### config.mk
export PLATFORM = sky130hd
export DESIGN_NAME = core_top
export DESIGN_NICKNAME = d
export VERILOG_FILES = /design/src/hw/core_pkg.sv /design/src/hw/core_top.sv /design/src/hw/pad_mapper.sv /design/src/hw/cart_loader.sv /design/src/hw/bridge_settings.sv
export SDC_FILE = /design/constraint.sdc
export NUM_CORES = 1
export LEC_CHECK = 0
export BUFFER_PORTS_ARGS = -buffer_cell sky130_fd_sc_hd__clkbuf_2
export CAP_MARGIN = 20
export CORE_MARGIN = 2
export CORE_UTILIZATION = 40
export CTS_BUF_LIST = sky130_fd_sc_hd__clkbuf_4
export DETAILED_ROUTE_END_ITERATION = 12
export GPL_TIMING_DRIVEN = 0
export MAX_ROUTING_LAYER = met4
export PLACE_DENSITY = 0.58
export REMOVE_ABC_BUFFERS = 1
export SLEW_MARGIN = 15
export SYNTH_ARGS = -nofsm -noshare
export SYNTH_HDL_FRONTEND = slang
export SYNTH_SLANG_ARGS = --single-unit
### constraint.sdc
create_clock -name clk_74a -period 5.95 [get_ports clk_74a]
set_input_delay 0.595 -clock clk_74a [delete_from_list [all_inputs] [get_ports clk_74a]]
set_output_delay 0.595 -clock clk_74a [all_outputs]
set_load 0.01 [all_outputs]
### src/hw/core_pkg.sv
/*
  Shared definitions for the bridge-side core wrapper:
  bus widths, cartridge region, reset hold, setting addresses,
  bridge write, core settings, pad key and memory write types.
*/

package core_pkg;

  //////////////////////////////////////////////////////////////////////
  // widths and sizes
  //////////////////////////////////////////////////////////////////////

  localparam int bridge_addr_w = 32;
  localparam int bridge_data_w = 32;

  // upper address nibble that selects cartridge data
  localparam logic [3:0] cart_region = 4'h1;

  localparam int cart_addr_w  = 24;
  localparam int half_w       = 16;
  localparam int loader_depth = 4;
  localparam int num_pads     = 4;

  // cycles of core reset after a reset word write
  localparam logic [31:0] core_reset_hold = 32'd64;

  //////////////////////////////////////////////////////////////////////
  // setting register addresses
  //////////////////////////////////////////////////////////////////////

  localparam logic [31:0] addr_core_reset     = 32'h0000_0050;

  // input options
  localparam logic [31:0] addr_turbo_tap      = 32'h0000_0100;
  localparam logic [31:0] addr_button6        = 32'h0000_0104;
  localparam logic [31:0] addr_button1_turbo  = 32'h0000_0108;
  localparam logic [31:0] addr_button2_turbo  = 32'h0000_010C;

  // video options
  localparam logic [31:0] addr_overscan       = 32'h0000_0200;
  localparam logic [31:0] addr_extra_sprites  = 32'h0000_0204;
  localparam logic [31:0] addr_raw_rgb        = 32'h0000_0208;

  // audio options
  localparam logic [31:0] addr_master_boost   = 32'h0000_0300;
  localparam logic [31:0] addr_adpcm_boost    = 32'h0000_0304;
  localparam logic [31:0] addr_cd_boost       = 32'h0000_0308;

  //////////////////////////////////////////////////////////////////////
  // types
  //////////////////////////////////////////////////////////////////////

  // one bridge write cycle, sampled on clk_74a
  typedef struct packed {
    logic                     wr;
    logic [bridge_addr_w-1:0] addr;
    logic [bridge_data_w-1:0] data;
  } bridge_write_t;

  typedef struct packed {
    logic       turbo_tap_enable;
    logic       button6_enable;
    logic [1:0] button1_turbo_speed;
    logic [1:0] button2_turbo_speed;
    logic       overscan_enable;
    logic       extra_sprites_enable;
    logic       raw_rgb_enable;
    logic       cd_audio_boost;
    logic       adpcm_audio_boost;
    logic [1:0] master_audio_boost;
  } core_settings_t;

  // bit 15 first, bit 0 last
  typedef struct packed {
    logic face_start;
    logic face_select;
    logic trig_r3;
    logic trig_l3;
    logic trig_r2;
    logic trig_l2;
    logic trig_r1;
    logic trig_l1;
    logic face_y;
    logic face_x;
    logic face_b;
    logic face_a;
    logic dpad_right;
    logic dpad_left;
    logic dpad_down;
    logic dpad_up;
  } pad_buttons_t;

  // raw key bitmap or named buttons
  typedef union packed {
    logic [15:0]  raw;
    pad_buttons_t btn;
  } pad_key_u;

  typedef struct packed {
    logic [cart_addr_w-1:0] addr;
    logic [half_w-1:0]      data;
  } mem_write_t;

endpackage
### src/hw/core_top.sv
/*
  Bridge-side core wrapper top: settings registers,
  core reset delay, cartridge loader and pad mapping.
*/

`timescale 1ns/1ns

module core_top (
  input  logic                                        clk_74a,
  input  logic                                        rst_n,

  // host bridge, write side only
  input  core_pkg::bridge_write_t                     bridge,

  // controller key words
  input  core_pkg::pad_key_u [core_pkg::num_pads-1:0] cont_key,

  // cartridge memory write port
  input  logic                                        mem_ack,

  output core_pkg::core_settings_t                    settings,
  output logic                                        core_reset,
  output core_pkg::pad_key_u [core_pkg::num_pads-1:0] pads,
  output logic                                        mem_req,
  output core_pkg::mem_write_t                        mem_cmd,
  output logic                                        loader_busy,
  output logic                                        loader_overflow
);

  //////////////////////////////////////////////////////////////////////
  // settings and core reset
  //////////////////////////////////////////////////////////////////////

  bridge_settings u_bridge_settings (
    .clk_74a    (clk_74a),
    .rst_n      (rst_n),
    .bridge     (bridge),
    .settings   (settings),
    .core_reset (core_reset)
  );

  //////////////////////////////////////////////////////////////////////
  // cartridge data
  //////////////////////////////////////////////////////////////////////

  // decodes the cartridge region itself
  cart_loader u_cart_loader (
    .clk_74a  (clk_74a),
    .rst_n    (rst_n),
    .bridge   (bridge),
    .mem_req  (mem_req),
    .mem_cmd  (mem_cmd),
    .mem_ack  (mem_ack),
    .busy     (loader_busy),
    .overflow (loader_overflow)
  );

  //////////////////////////////////////////////////////////////////////
  // controllers
  //////////////////////////////////////////////////////////////////////

  pad_mapper u_pad_mapper (
    .clk_74a        (clk_74a),
    .rst_n          (rst_n),
    .cont_key       (cont_key),
    .button6_enable (settings.button6_enable),
    .pads           (pads)
  );

endmodule

### src/hw/pad_mapper.sv
/*
  Controller key registration for the console core,
  with the four extra buttons masked off in two-button mode.
*/

`timescale 1ns/1ns

module pad_mapper (
  input  logic                                            clk_74a,
  input  logic                                            rst_n,
  input  core_pkg::pad_key_u [core_pkg::num_pads-1:0]     cont_key,
  input  logic                                            button6_enable,
  output core_pkg::pad_key_u [core_pkg::num_pads-1:0]     pads
);

  core_pkg::pad_key_u [core_pkg::num_pads-1:0] pad_next;

  //////////////////////////////////////////////////////////////////////
  // button masking
  //////////////////////////////////////////////////////////////////////

  // two-button pad hides x, y and the upper shoulder pair
  always_comb begin
    for (int i = 0; i < core_pkg::num_pads; i++) begin
      pad_next[i] = cont_key[i];
      if (!button6_enable) begin
        pad_next[i].btn.face_x  = 1'b0;
        pad_next[i].btn.face_y  = 1'b0;
        pad_next[i].btn.trig_l1 = 1'b0;
        pad_next[i].btn.trig_r1 = 1'b0;
      end
    end
  end

  //////////////////////////////////////////////////////////////////////
  // output registers
  //////////////////////////////////////////////////////////////////////

  always_ff @(posedge clk_74a or negedge rst_n) begin
    if (!rst_n) begin
      pads <= '0;
    end else begin
      pads <= pad_next;
    end
  end

endmodule

### src/hw/cart_loader.sv
/*
  Cartridge data loader: buffers bridge words from the cartridge
  region and replays each as two halfword writes, high half first,
  under a four-phase req/ack handshake.
*/

`timescale 1ns/1ns

module cart_loader (
  input  logic                    clk_74a,
  input  logic                    rst_n,
  input  core_pkg::bridge_write_t bridge,
  output logic                    mem_req,
  output core_pkg::mem_write_t    mem_cmd,
  input  logic                    mem_ack,
  output logic                    busy,
  output logic                    overflow
);

  localparam int ptr_w = $clog2(core_pkg::loader_depth);

  // one buffered bridge word
  typedef struct packed {
    logic [core_pkg::cart_addr_w-1:0]   addr;
    logic [core_pkg::bridge_data_w-1:0] data;
  } cart_word_t;

  typedef enum logic [2:0] {
    st_idle,
    st_req_hi,
    st_rel_hi,
    st_req_lo,
    st_rel_lo
  } load_state_t;

  cart_word_t  fifo_mem [core_pkg::loader_depth];
  logic [ptr_w-1:0] wr_ptr;
  logic [ptr_w-1:0] rd_ptr;
  logic [ptr_w:0]   count;
  logic             push_hit;
  logic             push;
  logic             pop;
  cart_word_t       word_q;
  load_state_t      state;

  function automatic logic [ptr_w-1:0] next_ptr(input logic [ptr_w-1:0] ptr);
    if (ptr == ptr_w'(core_pkg::loader_depth - 1)) begin
      return '0;
    end
    return ptr + 1'b1;
  endfunction

  //////////////////////////////////////////////////////////////////////
  // write buffer
  //////////////////////////////////////////////////////////////////////

  assign push_hit = bridge.wr && (bridge.addr[31:28] == core_pkg::cart_region);
  assign pop      = (state == st_idle) && (count != '0);
  // bridge cannot stall, a full buffer drops the word unless a pop frees a slot
  assign push     = push_hit && ((count != (ptr_w + 1)'(core_pkg::loader_depth)) || pop);

  always_ff @(posedge clk_74a) begin
    if (push) begin
      fifo_mem[wr_ptr] <= '{addr: bridge.addr[core_pkg::cart_addr_w-1:0],
                            data: bridge.data};
    end
  end

  always_ff @(posedge clk_74a or negedge rst_n) begin
    if (!rst_n) begin
      wr_ptr   <= '0;
      rd_ptr   <= '0;
      count    <= '0;
      overflow <= 1'b0;
    end else begin
      if (push) begin
        wr_ptr <= next_ptr(wr_ptr);
      end
      if (pop) begin
        rd_ptr <= next_ptr(rd_ptr);
      end
      case ({push, pop})
        2'b10:   count <= count + 1'b1;
        2'b01:   count <= count - 1'b1;
        default: count <= count;
      endcase
      // sticky until reset
      if (push_hit && !push) begin
        overflow <= 1'b1;
      end
    end
  end

  //////////////////////////////////////////////////////////////////////
  // halfword sequencer
  //////////////////////////////////////////////////////////////////////

  // word being replayed, stable for the whole sequence
  always_ff @(posedge clk_74a) begin
    if (pop) begin
      word_q <= fifo_mem[rd_ptr];
    end
  end

  always_ff @(posedge clk_74a or negedge rst_n) begin
    if (!rst_n) begin
      state <= st_idle;
    end else begin
      case (state)
        st_idle:   if (pop) state <= st_req_hi;
        st_req_hi: if (mem_ack) state <= st_rel_hi;
        // wait for the memory to drop ack before the next request
        st_rel_hi: if (!mem_ack) state <= st_req_lo;
        st_req_lo: if (mem_ack) state <= st_rel_lo;
        st_rel_lo: if (!mem_ack) state <= st_idle;
        default:   state <= st_idle;
      endcase
    end
  end

  assign mem_req = (state == st_req_hi) || (state == st_req_lo);

  // big-endian bridge, high half at the word address
  always_comb begin
    if (state == st_req_lo || state == st_rel_hi) begin
      mem_cmd.addr = word_q.addr + core_pkg::cart_addr_w'(2);
      mem_cmd.data = word_q.data[core_pkg::half_w-1:0];
    end else begin
      mem_cmd.addr = word_q.addr;
      mem_cmd.data = word_q.data[core_pkg::bridge_data_w-1:core_pkg::half_w];
    end
  end

  assign busy = (count != '0) || (state != st_idle);

endmodule

### src/hw/bridge_settings.sv
/*
  Core settings register block on the bridge bus,
  plus the timed core reset counter.
*/

`timescale 1ns/1ns

module bridge_settings (
  input  logic                       clk_74a,
  input  logic                       rst_n,
  input  core_pkg::bridge_write_t    bridge,
  output core_pkg::core_settings_t   settings,
  output logic                       core_reset
);

  logic [31:0] reset_count;

  //////////////////////////////////////////////////////////////////////
  // option registers
  //////////////////////////////////////////////////////////////////////

  // single-bit options take data[0], speed and boost take data[1:0]
  always_ff @(posedge clk_74a or negedge rst_n) begin
    if (!rst_n) begin
      settings <= '0;
    end else if (bridge.wr) begin
      case (bridge.addr)
        core_pkg::addr_turbo_tap: begin
          settings.turbo_tap_enable <= bridge.data[0];
        end
        core_pkg::addr_button6: begin
          settings.button6_enable <= bridge.data[0];
        end
        core_pkg::addr_button1_turbo: begin
          settings.button1_turbo_speed <= bridge.data[1:0];
        end
        core_pkg::addr_button2_turbo: begin
          settings.button2_turbo_speed <= bridge.data[1:0];
        end
        core_pkg::addr_overscan: begin
          settings.overscan_enable <= bridge.data[0];
        end
        core_pkg::addr_extra_sprites: begin
          settings.extra_sprites_enable <= bridge.data[0];
        end
        core_pkg::addr_raw_rgb: begin
          settings.raw_rgb_enable <= bridge.data[0];
        end
        core_pkg::addr_master_boost: begin
          settings.master_audio_boost <= bridge.data[1:0];
        end
        core_pkg::addr_adpcm_boost: begin
          settings.adpcm_audio_boost <= bridge.data[0];
        end
        core_pkg::addr_cd_boost: begin
          settings.cd_audio_boost <= bridge.data[0];
        end
        default: begin
        end
      endcase
    end
  end

  //////////////////////////////////////////////////////////////////////
  // core reset delay
  //////////////////////////////////////////////////////////////////////

  // a new reset write restarts the hold, otherwise count down to zero
  always_ff @(posedge clk_74a or negedge rst_n) begin
    if (!rst_n) begin
      reset_count <= '0;
    end else if (bridge.wr && bridge.addr == core_pkg::addr_core_reset) begin
      reset_count <= core_pkg::core_reset_hold;
    end else if (reset_count != '0) begin
      reset_count <= reset_count - 32'd1;
    end
  end

  // held for core_reset_hold cycles after the write
  assign core_reset = (reset_count != '0);

endmodule

==> impl_metrics.py <==
metrics = {
    "route": {
        "drc_errors": 0,
        "drt_iter0_drc": 340,
        "first_pass_iters": 5,
        "routed-via-count": 9150,
        "wl_per_cell_um": 18.07,
        "ant_nets": 0,
        "viasPerCell": 4.828,
        "drt_wl_total_um": 34240,
    },
    "clock_tree": {
        "cts_tree": "done",
        "cts_setup_buffers": 0,
        "clk_path_buf_depth": 3,
        "clockRootBuffer": "clkbuf_4",
        "ctsResizeCount": 0,
        "clock_latency_ps": 800,
        "htreeDepth": 3,
        "clkTransAtPathRegs_ps": 50,
        "cts_hold_buf": 108,
        "cts_buffers": 101,
        "cts.sinks": 400,
    },
    "timing": {
        "finalSetupViolCount": 0,
        "maxSlewHeadroom_pct": 45.70,
        "hold_viol": 0,
        "setup_tns_ps": 0,
        "period_share_pct": 65.38,
        "finClkSkew_ps": 41.90,
        "fmax_mhz": 257.1,
        "drv_slew": 0,
        "worst_pin_slew_ps": 814.5,
        "rsz0062_at_grt": "no",
        "final.min_clock_period_ps": 3890,
    },
    "die": {
        "die_h_um": 198.3,
        "start_util_pct": 40.39,
        "die-area_um2": 39340,
        "die_w_um": 198.3,
        "io_pins": 253,
        "rows": 71,
        "core_area_um2": 37400,
    },
    "setup_path": {
        "required_ps": 5360,
        "startpoint_type": "flip-flop",
        "slowest_stage": "nor2b_4",
        "worstSetupPathType": "flip-flop to output port",
        "worstPathArrival_ps": 3300,
        "crit_chain": "nor2b_4 -> and4_1 -> nand3_1 -> nor3b_1 -> xor2_1 -> clkbuf_2",
        "max_stage_delay_ps": 700,
        "crit_fanout": 21,
        "endpoint_kind": "output port",
    },
    "placement": {
        "dp_hpwl_um": 21130,
        "place_congestion": 0.7944,
        "io_buffers": 252,
    },
    "synthesis": {
        "ys_seq_elements": 400,
        "syn_area_per_cell_um2": 17.57,
        "synth.distinct_cells": 55,
        "synthTopCellsByArea": "edfxtp_1, dfrtp_1, mux4_2, nand2_1, xnor2_1",
        "synthFlopType": "edfxtp_1",
        "synth_area_leader_cell": "edfxtp_1",
        "synth-seq-area-share_pct": 75.53,
        "synth_top_cell_area_share_pct": 55.66,
        "yosys_warnings": 0,
        "synth_cells": 860,
        "synth-edff-count": 280,
        "ys_async_sr_fraction_pct": 30.00,
        "syn-cell-area_um2": 15110,
    },
    "finish": {
        "fin_nets": 1442,
        "layout-drive-gt1-share_pct": 37.19,
        "syn_to_final_growth_pct": 28.94,
    },
    "global_routing": {
        "grt_max_degree": 75,
        "grt_pass1_wl_um": 53210,
        "grt_pass1_vias": 9866,
        "antenna_found_initial": 9,
        "grt.overflow.total": 0,
        "grt_usage_pct": 18.57,
    },
    "power_and_ir_drop": {
        "fin_total_pwr_mw": 7.297,
        "p_leak_nw": 7.454,
        "p_clk_share_pct": 30.4,
        "p_int_mw": 5.222,
        "swShare_pct": 28.44,
        "p_switching_mw": 2.075,
        "seqPwrFrac_pct": 48.7,
        "irDropWorstVdd_v": 0.0001825,
        "p_per_area_nw_per_um2": 374.6,
        "p_comb_share_pct": 20.9,
    },
    "min_path": {
        "hold_path.class": "primary input to flip-flop",
    },
    "outcome": {
        "status": "finished, final reports clean",
    },
    "flow_run": {
        "max-cap-violations": 0,
    },
}
-- synth_stat cells, types with 2 or more instances --
| cell | instances |
|---|---|
| edfxtp_1 | 280 |
| dfrtp_1 | 120 |
| nand2_1 | 78 |
| mux4_2 | 56 |
| nor2_1 | 35 |
| and2_1 | 25 |
| xnor2_1 | 24 |
| clkbuf_1 | 19 |
| a21oi_1 | 18 |
| nor3_1 | 16 |
| mux2_2 | 15 |
| o21ai_0 | 12 |
| nand3_1 | 11 |
| or3_1 | 11 |
| xor2_1 | 11 |
| nor4_1 | 10 |
| or4_1 | 10 |
| inv_1 | 9 |
| nand4_1 | 9 |
| and3_1 | 8 |
| nand2b_1 | 8 |
| ha_1 | 7 |
| o31ai_1 | 7 |
| and4_1 | 6 |
| buf_1 | 6 |
| a211oi_1 | 5 |
| or2_2 | 5 |
| nor2b_1 | 4 |
| mux2i_1 | 3 |
| or3_2 | 3 |
| buf_4 | 2 |
| nor3b_1 | 2 |
| nor4b_1 | 2 |
| o41ai_1 | 2 |
-- flip-flops by register name, summed over array words and instances, names as in the netlist --
| name | flops |
|---|---|
| u_cart_loader.rd_ptr | 2 |
| u_cart_loader.fifo_mem | 224 |
| u_cart_loader.overflow | 1 |
| u_bridge_settings.reset_count | 32 |
| u_cart_loader.word_q | 56 |
| u_cart_loader.count | 3 |
| u_cart_loader.wr_ptr | 2 |
| u_pad_mapper.pads | 64 |
| u_bridge_settings.settings | 13 |
| u_cart_loader.state | 3 |
-- layout by cell type (no fill, tap or decap), drive strengths merged, types with 17 or more instances in the layout --
cell type / count
mux4: 56
dlygate4sd3: 108
xnor2: 24
and2: 25
nor2: 35
dfrtp: 120
clkbuf: 401
a21oi: 18
nand2: 78
nor3: 17
edfxtp: 280
clkinv: 21
-- metal layers --
| layer | vias up | global-route usage, % | wire length, um |
|---|---|---|---|
| li1 | 4248 | - | - |
| met1 | 4506 | 22.01 | 14600 |
| met2 | 319 | 29.25 | 16130 |
| met3 | 77 | 5.638 | 2300 |
| met4 | 0 | 8.493 | 1208 |
| met5 | - | - | 0 |
-- cell families after synthesis --
family                     count (synthesis)  share of synthesized area (%)
adders and majority gates                  8                         0.7123
xor gates and xnor gates                  35                          2.029
DFF                                      400                          75.53
buffers and inverters                     39                          1.085
and+or+nand+nor                          251                          8.779
AOI/OAI and AO/OA                         53                          2.195
muxes                                     74                          9.665
-- cell type report --
cell class | instances | area [um^2]
fill | 3151 | 17920
sequential | 400 | 11420
multi-input combinational | 421 | 3560
timing repair buffer | 369 | 2561
clock buffer | 149 | 1119
tap | 511 | 639.4
clock inverter | 26 | 122.6
inverter | 9 | 33.78
antenna | 10 | 25.02
-- final timing paths --
check,startpoint,endpoint,slack [ps],depth (start not counted)
setup / recovery,u_cart_loader.state[1],mem_cmd[38],2060,6
hold / removal,mem_ack,u_cart_loader.state[2],90,2
setup reg to reg,u_cart_loader.state[2],u_cart_loader.fifo_mem[1][3],3170,5
hold reg to reg,u_cart_loader.overflow,u_cart_loader.overflow,490,1
max in group asynchronous,rst_n,u_pad_mapper.pads[25],4870,3
min in group asynchronous,rst_n,u_cart_loader.count[0],340,2
-- worst max-delay path: cells and delay by family (launching register included) --
family	cells	cell delay, ps
simple gates	4	1730
buf+inv	1	150
xor+xnor	1	170
flops	1	450
-- power groups by stage --
stage	registers [mW]	clock network (mW)	logic [mW]
3_5_place_dp	3.62	0	1.51
2_1_floorplan	3.65	0	0.850
4_1_cts	3.57	2.30	1.56
6_report	3.56	2.22	1.52
5_1_grt	3.60	2.45	1.68
3_3_place_gp	3.77	0	1.37
-- stage by stage --
stage               cell area, um^2  setup slack [ps]  cells  utilization [%]  hold slack (ps)
floorplan                     14980              1309    830                -            299.4
global placement              16880             -1038   1593            45.13            469.5
detailed placement            17130              2775   1602            45.81            478.9
CTS                           19450              1906   1885            52.02            1.245
global route                  19480              1733   1894            52.08           -3.156
finish                        19480              2060   1895            52.08            90.65
(Power assumes the default switching activity.)
